File: src/logic/noc_tile_pkg.sv
////////////////////////////////////////////////////////////
// NoC tile endpoint package
// Flit and header types, register map and FIFO sizing
// shared by the message-passing endpoint
////////////////////////////////////////////////////////////

package noc_tile_pkg;

  // Flit format
  localparam int FLIT_WIDTH = 32;
  typedef logic [FLIT_WIDTH-1:0] flit_t;

  // Tile address carried in the header flit
  typedef logic [4:0] tile_id_t;
  localparam int HDR_DEST_MSB = 31;
  localparam int HDR_DEST_LSB = 27;
  localparam int HDR_SRC_MSB  = 26;
  localparam int HDR_SRC_LSB  = 22;

  // Buffer depths
  localparam int TX_DEPTH = 4;
  localparam int RX_DEPTH = 8;

  // Fill count, holds 0..RX_DEPTH
  typedef logic [3:0] count_t;
  // Dropped packet counter, wraps
  typedef logic [7:0] drop_cnt_t;

  // Register offsets inside the slave window
  typedef logic [3:0] reg_off_t;
  localparam reg_off_t REG_SEND      = 4'h0;
  localparam reg_off_t REG_SEND_LAST = 4'h4;
  localparam reg_off_t REG_RECV      = 4'h8;
  localparam reg_off_t REG_STATUS    = 4'hC;

  // AHB transfer type
  typedef enum logic [1:0] {
    IDLE   = 2'b00,
    BUSY   = 2'b01,
    NONSEQ = 2'b10,
    SEQ    = 2'b11
  } htrans_t;

endpackage
File: src/logic/noc_flit_if.sv
////////////////////////////////////////////////////////////
// Flit channel bundle
// Flit, last, valid and ready with source and sink views
////////////////////////////////////////////////////////////

`timescale 1ns/1ps

interface noc_flit_if;
  import noc_tile_pkg::*;

  // Payload and framing
  flit_t flit;
  logic  last;
  // Handshake, transfer when both high on clk
  logic  valid;
  logic  ready;

  // Producer side
  modport src (
    output flit, last, valid,
    input  ready
  );

  // Consumer side
  modport snk (
    input  flit, last, valid,
    output ready
  );

endinterface

File: src/logic/noc_tile_top.sv
////////////////////////////////////////////////////////////
// NoC tile endpoint top
// Joins the AHB-Lite slave and one network channel
// through the send and receive FIFOs and the filter
////////////////////////////////////////////////////////////

`timescale 1ns/1ps

module noc_tile_top #(
  parameter noc_tile_pkg::tile_id_t TILE_ID = 5'd0
) (
  input  logic                  clk,
  input  logic                  rst_i,
  // AHB-Lite slave port
  input  logic                  hsel_i,
  input  logic [31:0]           haddr_i,
  input  noc_tile_pkg::htrans_t htrans_i,
  input  logic                  hwrite_i,
  input  noc_tile_pkg::flit_t   hwdata_i,
  output noc_tile_pkg::flit_t   hrdata_o,
  output logic                  hready_o,
  output logic                  hresp_o,
  // Network input
  input  noc_tile_pkg::flit_t   noc_in_flit_i,
  input  logic                  noc_in_last_i,
  input  logic                  noc_in_valid_i,
  output logic                  noc_in_ready_o,
  // Network output
  output noc_tile_pkg::flit_t   noc_out_flit_o,
  output logic                  noc_out_last_o,
  output logic                  noc_out_valid_o,
  input  logic                  noc_out_ready_i
);
  import noc_tile_pkg::*;

  // Internal flit channels
  noc_flit_if tx_push ();
  noc_flit_if rx_pass ();
  noc_flit_if rx_pop  ();
  noc_flit_if noc_out ();

  count_t    tx_count;
  count_t    rx_count;
  drop_cnt_t drop_cnt;

  // Network output straight from the TX FIFO head
  assign noc_out_flit_o  = noc_out.flit;
  assign noc_out_last_o  = noc_out.last;
  assign noc_out_valid_o = noc_out.valid;
  assign noc_out.ready   = noc_out_ready_i;

  ////////////////////////////////////////////////////////////
  // Register front end
  ////////////////////////////////////////////////////////////
  ahb_mp_slave u_ahb (
    .clk        (clk),
    .rst_i      (rst_i),
    .hsel_i     (hsel_i),
    .haddr_i    (haddr_i),
    .htrans_i   (htrans_i),
    .hwrite_i   (hwrite_i),
    .hwdata_i   (hwdata_i),
    .hrdata_o   (hrdata_o),
    .hready_o   (hready_o),
    .hresp_o    (hresp_o),
    .tx_if      (tx_push.src),
    .rx_if      (rx_pop.snk),
    .tx_count_i (tx_count),
    .rx_count_i (rx_count),
    .drop_cnt_i (drop_cnt)
  );

  // Send path
  noc_flit_fifo #(.DEPTH(TX_DEPTH)) u_tx_fifo (
    .clk     (clk),
    .rst_i   (rst_i),
    .wr_if   (tx_push.snk),
    .rd_if   (noc_out.src),
    .count_o (tx_count)
  );

  ////////////////////////////////////////////////////////////
  // Receive path
  ////////////////////////////////////////////////////////////
  noc_rx_filter u_filter (
    .clk        (clk),
    .rst_i      (rst_i),
    .tile_id_i  (TILE_ID),
    .in_flit_i  (noc_in_flit_i),
    .in_last_i  (noc_in_last_i),
    .in_valid_i (noc_in_valid_i),
    .in_ready_o (noc_in_ready_o),
    .out_if     (rx_pass.src),
    .drop_cnt_o (drop_cnt)
  );

  noc_flit_fifo #(.DEPTH(RX_DEPTH)) u_rx_fifo (
    .clk     (clk),
    .rst_i   (rst_i),
    .wr_if   (rx_pass.snk),
    .rd_if   (rx_pop.src),
    .count_o (rx_count)
  );

endmodule

File: src/logic/ahb_mp_slave.sv
////////////////////////////////////////////////////////////
// AHB-Lite message-passing slave
// Send and receive registers in front of the flit FIFOs
////////////////////////////////////////////////////////////

`timescale 1ns/1ps

module ahb_mp_slave (
  input  logic                    clk,
  input  logic                    rst_i,
  // AHB-Lite slave port
  input  logic                    hsel_i,
  input  logic [31:0]             haddr_i,
  input  noc_tile_pkg::htrans_t   htrans_i,
  input  logic                    hwrite_i,
  input  noc_tile_pkg::flit_t     hwdata_i,
  output noc_tile_pkg::flit_t     hrdata_o,
  output logic                    hready_o,
  output logic                    hresp_o,
  // FIFO sides
  noc_flit_if.src                 tx_if,
  noc_flit_if.snk                 rx_if,
  input  noc_tile_pkg::count_t    tx_count_i,
  input  noc_tile_pkg::count_t    rx_count_i,
  input  noc_tile_pkg::drop_cnt_t drop_cnt_i
);
  import noc_tile_pkg::*;

  // Data phase state captured from the address phase
  logic     dp_valid_q;
  logic     dp_write_q;
  reg_off_t dp_off_q;

  logic  addr_valid;
  logic  wr_send;
  logic  rd_recv;
  logic  rd_status;
  flit_t status_word;

  ////////////////////////////////////////////////////////////
  // Address phase
  ////////////////////////////////////////////////////////////

  // Only NONSEQ and SEQ carry a transfer, bursts act as singles
  assign addr_valid = hsel_i & ((htrans_i == NONSEQ) | (htrans_i == SEQ));

  // Sample only when the previous data phase completes
  always_ff @(posedge clk) begin
    if (rst_i) begin
      dp_valid_q <= 1'b0;
      dp_write_q <= 1'b0;
      dp_off_q   <= '0;
    end else if (hready_o) begin
      dp_valid_q <= addr_valid;
      dp_write_q <= hwrite_i;
      dp_off_q   <= haddr_i[3:0];
    end
  end

  ////////////////////////////////////////////////////////////
  // Data phase decode
  ////////////////////////////////////////////////////////////
  assign wr_send   = dp_valid_q & dp_write_q &
                     ((dp_off_q == REG_SEND) | (dp_off_q == REG_SEND_LAST));
  assign rd_recv   = dp_valid_q & ~dp_write_q & (dp_off_q == REG_RECV);
  assign rd_status = dp_valid_q & ~dp_write_q & (dp_off_q == REG_STATUS);

  // Send push, held until the TX FIFO takes it
  assign tx_if.valid = wr_send;
  assign tx_if.flit  = hwdata_i;
  assign tx_if.last  = (dp_off_q == REG_SEND_LAST);

  // Wait states only while the TX FIFO is full
  assign hready_o = ~(wr_send & ~tx_if.ready);
  // Always OKAY
  assign hresp_o  = 1'b0;

  // Pop the head in the same cycle it is returned
  assign rx_if.ready = rd_recv & rx_if.valid;

  // Status layout
  // [3:0] rx count, [7:4] tx count, [8] head last, [23:16] drops
  assign status_word = {8'h00, drop_cnt_i, 7'h00, rx_if.valid & rx_if.last,
                        tx_count_i, rx_count_i};

  // Read data mux, empty RX reads as zero
  always_comb begin
    hrdata_o = '0;
    if (rd_recv && rx_if.valid) begin
      hrdata_o = rx_if.flit;
    end else if (rd_status) begin
      hrdata_o = status_word;
    end
  end

endmodule

File: src/logic/noc_rx_filter.sv
////////////////////////////////////////////////////////////
// Receive filter
// Passes packets addressed to this tile, drops the rest
// and counts each dropped packet
////////////////////////////////////////////////////////////

`timescale 1ns/1ps

module noc_rx_filter (
  input  logic                    clk,
  input  logic                    rst_i,
  input  noc_tile_pkg::tile_id_t  tile_id_i,
  input  noc_tile_pkg::flit_t     in_flit_i,
  input  logic                    in_last_i,
  input  logic                    in_valid_i,
  output logic                    in_ready_o,
  noc_flit_if.src                 out_if,
  output noc_tile_pkg::drop_cnt_t drop_cnt_o
);
  import noc_tile_pkg::*;

  typedef enum logic [1:0] {WAIT_HDR, PASS, DROP} state_t;

  state_t    state_q;
  drop_cnt_t drop_cnt_q;
  tile_id_t  hdr_dest;
  logic      hdr_match;
  logic      fwd;
  logic      xfer;

  // Header destination check, only meaningful in WAIT_HDR
  assign hdr_dest  = in_flit_i[HDR_DEST_MSB:HDR_DEST_LSB];
  assign hdr_match = (hdr_dest == tile_id_i);

  // Forwarding path for the current flit
  assign fwd = (state_q == PASS) | ((state_q == WAIT_HDR) & hdr_match);

  assign out_if.flit  = in_flit_i;
  assign out_if.last  = in_last_i;
  assign out_if.valid = in_valid_i & fwd;
  // Dropped flits are always accepted
  assign in_ready_o   = fwd ? out_if.ready : 1'b1;
  assign xfer         = in_valid_i & in_ready_o;
  assign drop_cnt_o   = drop_cnt_q;

  ////////////////////////////////////////////////////////////
  // Packet FSM
  ////////////////////////////////////////////////////////////
  always_ff @(posedge clk) begin
    if (rst_i) begin
      state_q    <= WAIT_HDR;
      drop_cnt_q <= '0;
    end else if (xfer) begin
      case (state_q)
        WAIT_HDR: begin
          if (!hdr_match) begin
            drop_cnt_q <= drop_cnt_q + 1'b1;
          end
          // Single flit packet stays waiting for the next header
          if (!in_last_i) begin
            state_q <= hdr_match ? PASS : DROP;
          end
        end
        default: begin
          if (in_last_i) begin
            state_q <= WAIT_HDR;
          end
        end
      endcase
    end
  end

endmodule

File: src/logic/noc_flit_fifo.sv
////////////////////////////////////////////////////////////
// Flit FIFO
// Synchronous circular buffer of flits and last bits
// with simultaneous push and pop and a fill count
////////////////////////////////////////////////////////////

`timescale 1ns/1ps

module noc_flit_fifo #(
  parameter int DEPTH = noc_tile_pkg::TX_DEPTH
) (
  input  logic                  clk,
  input  logic                  rst_i,
  noc_flit_if.snk               wr_if,
  noc_flit_if.src               rd_if,
  output noc_tile_pkg::count_t  count_o
);
  import noc_tile_pkg::*;

  localparam int AW = (DEPTH > 1) ? $clog2(DEPTH) : 1;
  typedef logic [AW-1:0] ptr_t;

  // Storage, no reset needed
  flit_t mem_flit [DEPTH];
  logic  mem_last [DEPTH];

  ptr_t   wr_ptr_q;
  ptr_t   rd_ptr_q;
  count_t count_q;

  logic push;
  logic pop;

  // Handshake flags
  assign wr_if.ready = (count_q != count_t'(DEPTH));
  assign rd_if.valid = (count_q != '0);
  assign push        = wr_if.valid & wr_if.ready;
  assign pop         = rd_if.valid & rd_if.ready;

  // Head entry
  assign rd_if.flit = mem_flit[rd_ptr_q];
  assign rd_if.last = mem_last[rd_ptr_q];
  assign count_o    = count_q;

  ////////////////////////////////////////////////////////////
  // Pointers and count
  ////////////////////////////////////////////////////////////
  always_ff @(posedge clk) begin
    if (rst_i) begin
      wr_ptr_q <= '0;
      rd_ptr_q <= '0;
      count_q  <= '0;
    end else begin
      if (push) begin
        wr_ptr_q <= (wr_ptr_q == ptr_t'(DEPTH - 1)) ? '0 : wr_ptr_q + 1'b1;
      end
      if (pop) begin
        rd_ptr_q <= (rd_ptr_q == ptr_t'(DEPTH - 1)) ? '0 : rd_ptr_q + 1'b1;
      end
      // Push and pop together leave the count alone
      case ({push, pop})
        2'b10:   count_q <= count_q + 1'b1;
        2'b01:   count_q <= count_q - 1'b1;
        default: count_q <= count_q;
      endcase
    end
  end

  // Write port
  always_ff @(posedge clk) begin
    if (push) begin
      mem_flit[wr_ptr_q] <= wr_if.flit;
      mem_last[wr_ptr_q] <= wr_if.last;
    end
  end

endmodule

File: config.mk
export PLATFORM = sky130hd
export DESIGN_NAME = noc_tile_top
export DESIGN_NICKNAME = d
export VERILOG_FILES = /design/src/logic/noc_tile_pkg.sv /design/src/logic/noc_flit_if.sv /design/src/logic/noc_tile_top.sv /design/src/logic/ahb_mp_slave.sv /design/src/logic/noc_rx_filter.sv /design/src/logic/noc_flit_fifo.sv
export SDC_FILE = /design/constraint.sdc
export NUM_CORES = 1
export LEC_CHECK = 0
export BUFFER_PORTS_ARGS = -buffer_cell sky130_fd_sc_hd__buf_2
export CAP_MARGIN = 20
export CORE_MARGIN = 3
export CORE_UTILIZATION = 40
export DETAILED_ROUTE_END_ITERATION = 10
export GPL_ROUTABILITY_DRIVEN = 1
export PLACE_DENSITY_LB_ADDON = 0.1
export SETUP_SLACK_MARGIN = 0.1
export SLEW_MARGIN = 5
export SYNTH_ARGS = -nofsm -noshare
export SYNTH_HDL_FRONTEND = slang
export SYNTH_HIERARCHICAL = 1
export SYNTH_SLANG_ARGS = --single-unit
File: constraint.sdc
create_clock -name clk -period 6.3 [get_ports clk]
set_input_delay 0.63 -clock clk [delete_from_list [all_inputs] [get_ports clk]]
set_output_delay 0.63 -clock clk [all_outputs]
set_load 0.1 [all_outputs]
* Word-level counts from Yosys, hierarchy flattened
Memories as Yosys holds them, arrays and structs flattened. A register that Yosys moved wholly into a read port is not among the register bits.
Cells that the tools add are included.
Widths: inputs -> output; s select.
** Storage, ports and cells
- Register bits :: 34
- Memory bits (writable) :: 396
- Input bits :: 105
- Output and inout port bits :: 69
- Logic and storage cells :: 100
- Memories :: 4
** Memory list
- u_rx_fifo.mem_flit :: words 8, bits a word 32, rd ports 1, clocked after Yosys merged registers in 1, write ports 1, RTL line noc_flit_fifo.sv:24 : flit_t mem_flit [DEPTH];
- u_tx_fifo.mem_flit :: words 4, bits a word 32, rd ports 1, clocked after Yosys merged registers in 1, write ports 1, RTL line noc_flit_fifo.sv:24
- u_rx_fifo.mem_last :: words 8, bits a word 1, rd ports 1, clocked after Yosys merged registers in 1, write ports 1, RTL line noc_flit_fifo.sv:25 : logic mem_last [DEPTH];
- u_tx_fifo.mem_last :: words 4, bits a word 1, rd ports 1, clocked after Yosys merged registers in 1, write ports 1, RTL line noc_flit_fifo.sv:25
** Cells by class
- Add/subtract/negate cells :: 9
- Eq/ne operators :: 17
- Muxes and demuxes :: 25
- Bitwise gates (word level) :: 23
- Reduce and logical (&&, ||, !) cells :: 11
** Operator list (count)
- $mux 32 :: 1
- $mux 24 :: 1
- $mux 2 :: 10
- $mux 3 :: 6
- $and 1x1->1 :: 16
- $pmux 4 s2 :: 2
- $eq 2x2->1 const B :: 6
- $add 4x1->4 const B :: 2
- $add 8x1->8 const B :: 1
- $eq 4x4->1 const B :: 2
- $reduce_bool 4->1 :: 2
- $sub 4x1->4 const B :: 2
- $add 3x1->3 const B :: 2
- $eq 2x1->1 const B :: 3
- $eq 3x3->1 const B :: 2
- $reduce_and 3->1 :: 2
- $reduce_bool 2->1 :: 3
- $logic_not 5->1 :: 1
- $mux 1 :: 5
- $add 2x1->2 const B :: 2
- $eq 4x3->1 const B :: 1
- $logic_not 4->1 :: 1
- $ne 4x3->1 const B :: 1
- $ne 4x4->1 const B :: 1
- other kinds (5) :: 10

* Depth between registers and ports, before layout
Gate-level depths: netlist (run 1).
- Depth after elaboration :: 7
- Gate-level depth with buffers :: 14
- Depth with buffers taken out :: 13

* Modules after synthesis
The synthesis (run 1) kept the hierarchy.
** Modules (own cells, without submodules)
- noc_flit_fifo (u_rx_fifo) :: times used 1, cells an instance 458, area each 10597.7 um^2, seq. area each 8187.9 um^2
- noc_flit_fifo (u_tx_fifo) :: times used 1, cells an instance 242, area each 5361.4 um^2, seq. area each 4164.0 um^2
- ahb_mp_slave :: times used 1, cells an instance 114, area each 854.6 um^2, seq. area each 120.1 um^2
- noc_rx_filter :: times used 1, cells an instance 101, area each 790.8 um^2, seq. area each 200.2 um^2
- noc_tile_top :: times used 1, cells an instance 1, area each 3.8 um^2, seq. area each 0.0 um^2

* Least setup slack after synthesis (run 1)
OpenSTA, ideal clock, no wires.
- Path kind :: input port to flip-flop
- Start point :: input noc_in_flit_i[29]
- End point :: memory u_rx_fifo/mem_flit[0][0] (netlist bit), enable pin
- Arrival :: 4.654 ns
- Slack :: 1.141 ns
- Stages :: 7
- Path through :: xnor2_1 > nand3_1 > nor2_1 > nor2_1 > nor2_1 > nand2_4 > nor4_1
** Between the ends
- Longest elaborated chain between the ends :: 7
** Ends and longest elaborated chain
- start, declared :: RTL line noc_tile_top.sv:24 : input noc_tile_pkg::flit_t noc_in_flit_i,
- $logic_not 5->1 :: RTL line noc_rx_filter.sv:33 : assign hdr_match = (hdr_dest == tile_id_i);
- $and 1x1->1 :: RTL line noc_rx_filter.sv:36 : assign fwd = (state_q == PASS) | ((state_q == WAIT_HDR) & hdr_match);
- $or 1x1->1 :: RTL line noc_rx_filter.sv:36
- $and 1x1->1 :: RTL line noc_rx_filter.sv:40 : assign out_if.valid = in_valid_i & fwd;
- via rx_pass.valid :: RTL line noc_flit_if.sv:15 : logic valid;
- $and 1x1->1 :: RTL line noc_flit_fifo.sv:37 : assign push = wr_if.valid & wr_if.ready;
- $mux 1 :: RTL line noc_flit_fifo.sv:71 : if (push) begin
- $mux 1 (not written as such) :: RTL line noc_flit_fifo.sv:72 : mem_flit[wr_ptr_q] <= wr_if.flit;
- end, declared :: RTL line noc_flit_fifo.sv:24
The timed path passes the listed nets, and every way through them passes these cells.

==> results of run 1 <==
==> worst max path at each step <==
stage | from | depth (start not counted) | endpoint | slack, ns
after floorplan | noc_in_flit_i[29] | 7 | u_rx_fifo/mem_flit[0][0] | 1.14
after CTS | flip-flop | 5 | hrdata_o[26] | 2.06
after global routing | flip-flop | 5 | hrdata_o[26] | 1.92
final | flip-flop | 5 | hrdata_o[26] | 2.20
after global placement | noc_in_flit_i[27] | 9 | u_rx_fifo/mem_flit[1][13] | 2.38
after detailed placement | noc_in_flit_i[27] | 9 | u_rx_fifo/mem_flit[1][13] | 2.35
==> where the power goes <==
part	internal [mW]	switching, mW	total [mW]	leakage, nW
sequential	3.15	0.00958	3.16	3.88
combinational	0.0432	0.0989	0.142	1.94
clock	1.46	1.08	2.53	0.696
total	4.65	1.19	5.84	6.51
==> placed cells by master (no fill, tap or decap), drive strengths merged, types with 4 or more instances in the layout <==
cell,synthesis,routed
a21oi,21,21
a22oi,16,16
and2,15,15
and3,5,5
buf,87,158
clkbuf,19,67
clkinv,0,14
conb,2,6
dfxtp,39,39
edfxtp,396,396
ha,15,15
inv,7,9
mux2,38,38
mux2i,6,6
mux4,99,99
nand2,24,24
nand2b,4,4
nand3,5,5
nor2,36,36
nor2b,6,6
nor3,10,10
nor3b,7,7
o21ai,10,10
or3,9,9
xnor2,6,6
xor2,6,6
==> cells by family (layout without fill, tap and decap cells) <==
| family | Yosys count | after routing | synth area share [%] |
|---|---|---|---|
| adder cells (fa/ha/maj) | 15 | 15 | 1.066 |
| other | 2 | 8 | 0.04265 |
| XOR/XNOR | 12 | 12 | 0.5969 |
| buffers and inverters | 113 | 250 | 4.264 |
| AO/OA/AOI/OAI | 55 | 55 | 1.976 |
| multiplexers | 143 | 143 | 15.56 |
| AND/OR/NAND/NOR | 141 | 141 | 4.526 |
| flip-flops | 435 | 435 | 71.97 |
==> metrics by stage <==
step           hold slack [ns]  setup slack, ns
5_1_grt                 0.2620            1.923
3_3_place_gp            0.4666            2.380
2_1_floorplan           0.4541            1.141
4_1_cts                 0.2420            2.060
3_5_place_dp            0.4686            2.348
6_report                0.2862            2.201
==> worst max-delay path: cells and delay by family (launching register included) <==
| family | cells | cell delay [ns] |
|---|---|---|
| flip-flops | 1 | 1.01 |
| multiplexers | 2 | 0.87 |
| buffers and inverters | 2 | 0.83 |
| AND/OR/NAND/NOR | 1 | 0.17 |
==> area by class of cell <==
class                   instances  area share, %
flip-flops and latches        435          63.55
diodes                          2        0.02508
multi-input cells             372          21.35
clock inverters                18         0.7024
well taps                     585          3.669
inverters                       7         0.1317
repair buffers                158          4.152
clock buffers                  67          6.415
==> state kept, by name, summed over array words and instances (netlist names), 3 cells and up, named ones only <==
register / cells
u_rx_fifo/wr_ptr_q: 3
u_rx_fifo/rd_ptr_q: 3
u_rx_fifo/mem_flit: 256
u_rx_fifo/mem_last: 8
u_tx_fifo/mem_last: 4
u_filter/drop_cnt_o: 8
u_tx_fifo/mem_flit: 128
u_rx_fifo/count_o: 4
u_ahb/dp_off_q: 4
u_tx_fifo/count_o: 4
==> metal layers <==
metal	vias to the layer above	GRT usage [%]	share of wire [%]
li1	3808	-	-
met1	4264	20.84	44
met2	187	25.35	48
met3	58	3.802	5.7
met4	4	4.781	2.2
met5	-	0	0.084
==> results.ini, run 1 <==
[worst_hold_path]
min-delay-start=hwdata_i[15]
whs_path_depth=1
min_to=u_tx_fifo/mem_flit[3][15]
hold_path.class=in -> reg

[worst_setup_path]
cp_slowest_cell=dfxtp_4
reg2reg_to=u_rx_fifo/count_o[2]
r2r-start=u_rx_fifo/count_o[1]
required_ns=5.67
ff2ff_setup_slack_ns=2.88
path_max_fanout=47
crit_chain=buf_4, mux4_1, mux2_2, and2_1, buf_2
crit_arrival_ns=3.47
cp-end-kind=output port
path_class=reg -> out
r2r_cells=12
cpPeakStageDelay_ns=1.01
crit_path_start_kind=flip-flop

[global_route]
grt_pass1_wl_um=54650
grt_max_degree=48
grt_pass1_vias=8781
overflow=0
track_usage_pct=15.56
antenna_found_initial=4

[timing]
max_freq_ghz=0.2440
fin_tns_setup_ns=0
relSlewSlack_pct=32.76
setup_viol=0
rsz0062_at_grt=no
final-max-slew-violation-count=0
finalHoldViolations=0
period_needed_ns=4.099
worst_slew_pin_slew_ns=1.009
period_share_pct=65.06
finClkSkew_ns=0.01668

[clocking]
h-tree-depth=2
cts_hold_buf=0
cts_tree=done
clock_sinks=435
clockBufferDepth=3
clk_pin_slew_ns=0.06
worstSkewPairLatency_ns=0.57
postCtsSetupBuffers=0
cts-root-buf=clkbuf_16
cts_resized=0
cts_buffers=46

[synth]
synth-main-ff-cell=edfxtp_1
yosys.area.top_type=edfxtp_1
avgSynthCellArea_um2=19.22
synth_seq_cells=435
synth_cell_types=54
ys_seq_area_share_pct=71.97
syn-cell-area_um2=17610
yosysWarnings=6
synthArstFlopShare_pct=0
synthCells=916
synth.most_common_cell=edfxtp_1
synth_edf_count=396
synth_top_area_share_pct=67.53
synth_area_leaders=edfxtp_1 (68%), mux4_2 (12%), dfxtp_1 (4.4%)
synth_common_cells=edfxtp_1 (396), mux4_2 (93), buf_4 (66)

[job]
max_cap_viol_count=0

[final_layout]
fillCellCount=3737
nets=1140
regArea_um2=12680
drive_gt1_share_pct=35.57
final_cells=1644
multiInputGateArea_um2=4260
final_util_pct=46.11
syn2layout_area_growth_pct=13.31
fin_area_um2=19950

[power_and_ir_drop]
power_leakage_nw=6.513
ir_worst_vdd_mv=0.1983
power.total_mw=5.839
power.density_nw_per_um2=292.7

[route]
dr.pass1.iters=4
via_per_inst=5.061
drtIter0Drc=467
drc=0
vias=8321
wl_um=35840
ant_nets=0
wire_per_inst_um=21.80

[placement]
place_congestion=0.7149
portBuffers=143
place_hpwl_um=20630
place_area_um2=18530
place_inst=1557

[floorplan]
boundaryPins=174
rows=76
die_w_um=215.8
initial_utilization_pct=40.70
dieArea_um2=46570
placeableCoreArea_um2=43270
die_h_um=215.8

[status]
outcome=finished, final reports clean

Power figures use the tool's default switching activity.
==> run 2, diff against run 1 <==
==> constraint.sdc (replaced) <==
create_clock -name clk -period 4.1 [get_ports clk]
set_input_delay 0.41 -clock clk [delete_from_list [all_inputs] [get_ports clk]]
set_output_delay 0.41 -clock clk [all_outputs]
set_load 0.1 [all_outputs]
==> run 2 against run 1 <==
Count of clock-buffer cells in the layout down 5; non-clock buffer count rose by 10; cell count up 0.73%; utilization increased by 0.47 points; clock skew is 0.012 ns higher; first-iteration DRC count up 7.9%; sequential share of layout area decreased by 0.64 points; global-route usage is 0.054 points higher; die area stayed put; critical path depth increased by 1; combinational power up 57%; worst hold slack worse by 0.24 ns; critical endpoint is now hrdata_o[1].
==> results.ini, run 2 (synthesized netlist as in run 1, its figures left out) <==
[status]
outcome=finished, final reports clean

[clocking]
cts_tree=done
clk_pin_slew_ns=0.06
cts-root-buf=clkbuf_16
cts_buffers=47
clock_sinks=435
postCtsSetupBuffers=0
worstSkewPairLatency_ns=0.59
h-tree-depth=2
cts_resized=0
clockBufferDepth=3
cts_hold_buf=0

[timing]
max_freq_ghz=0.2900
finClkSkew_ns=0.02873
period_needed_ns=3.448
setup_viol=0
layout_setup_ws_ns=0.6515
rsz0062_at_grt=no
period_share_pct=84.11
finalHoldViolations=0
hold_ws_ns=0.04316
final-max-slew-violation-count=0
fin_tns_setup_ns=0
worst_slew_pin_slew_ns=0.9587
relSlewSlack_pct=36.09

[route]
dr.pass1.iters=5
wl_um=35930
wire_per_inst_um=21.69
drc=0
via_per_inst=5.098
ant_nets=0
drtIter0Drc=504
vias=8443

[final_layout]
nets=1151
top_regs=u_rx_fifo/mem_flit x256, u_tx_fifo/mem_flit x128
final_cell_mix=edfxtp_1 (396), buf_2 (143), mux4_2 (93)
layout_commonest_cell=edfxtp_1
final_util_pct=46.58
syn2layout_area_growth_pct=14.47
largest_register=u_rx_fifo/mem_flit
drive_gt1_share_pct=36.11
largest_register_ffs=256

[global_route]
grt_pass1_wl_um=54920
overflow=0
grt_pass1_vias=8617
track_usage_pct=15.62
antenna_found_initial=6
grt_max_degree=41

[floorplan]
rows=76
dieArea_um2=46570
die_w_um=215.8
placeableCoreArea_um2=43270
initial_utilization_pct=40.70
die_h_um=215.8
boundaryPins=174

[power_and_ir_drop]
switching_share_pct=20.47
clockPowerShare_pct=44.1
seqPwrFrac_pct=53.4
p_switching_mw=1.861
ir_worst_vdd_mv=0.3221
comb_power_share_pct=2.4
power_leakage_nw=6.601
intPower_mw=7.233
power.density_nw_per_um2=451.2

[worst_setup_path]
reg2reg_to=u_rx_fifo/count_o[2]
r2r_cells=12
cp_slowest_cell=dfxtp_4
cp-end-kind=output port
required_ns=3.69
crit_path_start_kind=flip-flop
r2r-start=u_rx_fifo/count_o[1]
path_max_fanout=23
crit_arrival_ns=3.04
cp_top_family=multiplexers
cpPeakStageDelay_ns=0.69
crit_buf_inv=2
crit_chain=buf_12, mux4_2, mux2_2, a22oi_1, nor2_1, buf_2
ff2ff_setup_slack_ns=0.78
path_class=reg -> out

[worst_hold_path]
min_to=u_tx_fifo/mem_flit[2][23]
hold_path.class=in -> reg
whs_path_depth=1
min-delay-start=hwdata_i[23]

[placement]
portBuffers=143
place_hpwl_um=21160
place_congestion=0.6981
pre_cts_slack_ns=0.7612

[job]
max_cap_viol_count=0

[run 2: changes by cell type in the layout (fill, tap and decap cells not counted), moves of 2 or more]
cell,change
buf_4,+4
clkinv_2,+4
clkbuf_8,-5
clkinv_1,+3
buf_12,+6
bufinv_16,+2
clkinv_4,-2
inv_6,-2
[run 2: stage by stage]
step                instance area (um2)  std cells  total power, mW
global placement                  18690       1567            5.172
global route                      20150       1655            9.446
CTS                               20150       1654            9.251
finish                            20160       1656            9.094
detailed placement                18690       1567            5.177
floorplan                         17630        920            5.137
[run 2: worst max path at each step]
stage / from / to / slack (ns) / cells after the start
final: flip-flop / hrdata_o[1] / 0.65 / 6
after global placement: u_rx_fifo/count_o[1] / u_rx_fifo/count_o[3] / 0.81 / 10
after floorplan: noc_in_flit_i[29] / u_rx_fifo/mem_flit[2][0] / 0.03 / 7
after global routing: flip-flop / hrdata_o[1] / 0.43 / 6
after detailed placement: u_rx_fifo/count_o[1] / u_rx_fifo/count_o[3] / 0.76 / 10
after CTS: flip-flop / hrdata_o[1] / 0.54 / 6
[run 2: layout make-up]
| cell class | instances | area, um2 |
|---|---|---|
| fillers | 3707 | 23110 |
| clock buffers | 62 | 1232 |
| multi-input cells | 372 | 4269 |
| clock inverters | 25 | 232.7 |
| inverters | 7 | 26.28 |
| diodes | 2 | 5.005 |
| well taps | 585 | 732.0 |
| repair buffers | 168 | 978.4 |
| flip-flops and latches | 435 | 12680 |
[run 2: metal layers]
metal / routed length [um] / global-route usage, % / up-vias / share of wire, %
met3: 1957 / 3.985 / 64 / 5.4
met1: 15940 / 21.21 / 4353 / 44
met4: 720 / 3.833 / 8 / 2.0
li1: - / - / 3827 / -
met2: 17260 / 25.45 / 191 / 48
met5: 47 / 0 / - / 0.13
[run 2: worst reg2reg max path: stages, from the launching register on]
cell and delay, ns:
dfxtp_1 0.38, or4_1 0.65, nor2b_1 0.19, and4bb_2 0.40, nand2_1 0.22, inv_1 0.08, ha_1 0.26, xor2_1 0.17
ha_1 0.18, a21oi_1 0.16, xor2_1 0.11, or3_1 0.31, a21oi_1 0.13
[run 2: power by group through the flow]
stage	sequential, mW	clock, mW	combinational, mW
after floorplan	4.95	0	0.190
after global placement	4.95	0	0.222
after detailed placement	4.95	0	0.227
after CTS	4.86	4.17	0.228
after global routing	4.86	4.34	0.246
final	4.86	4.01	0.223
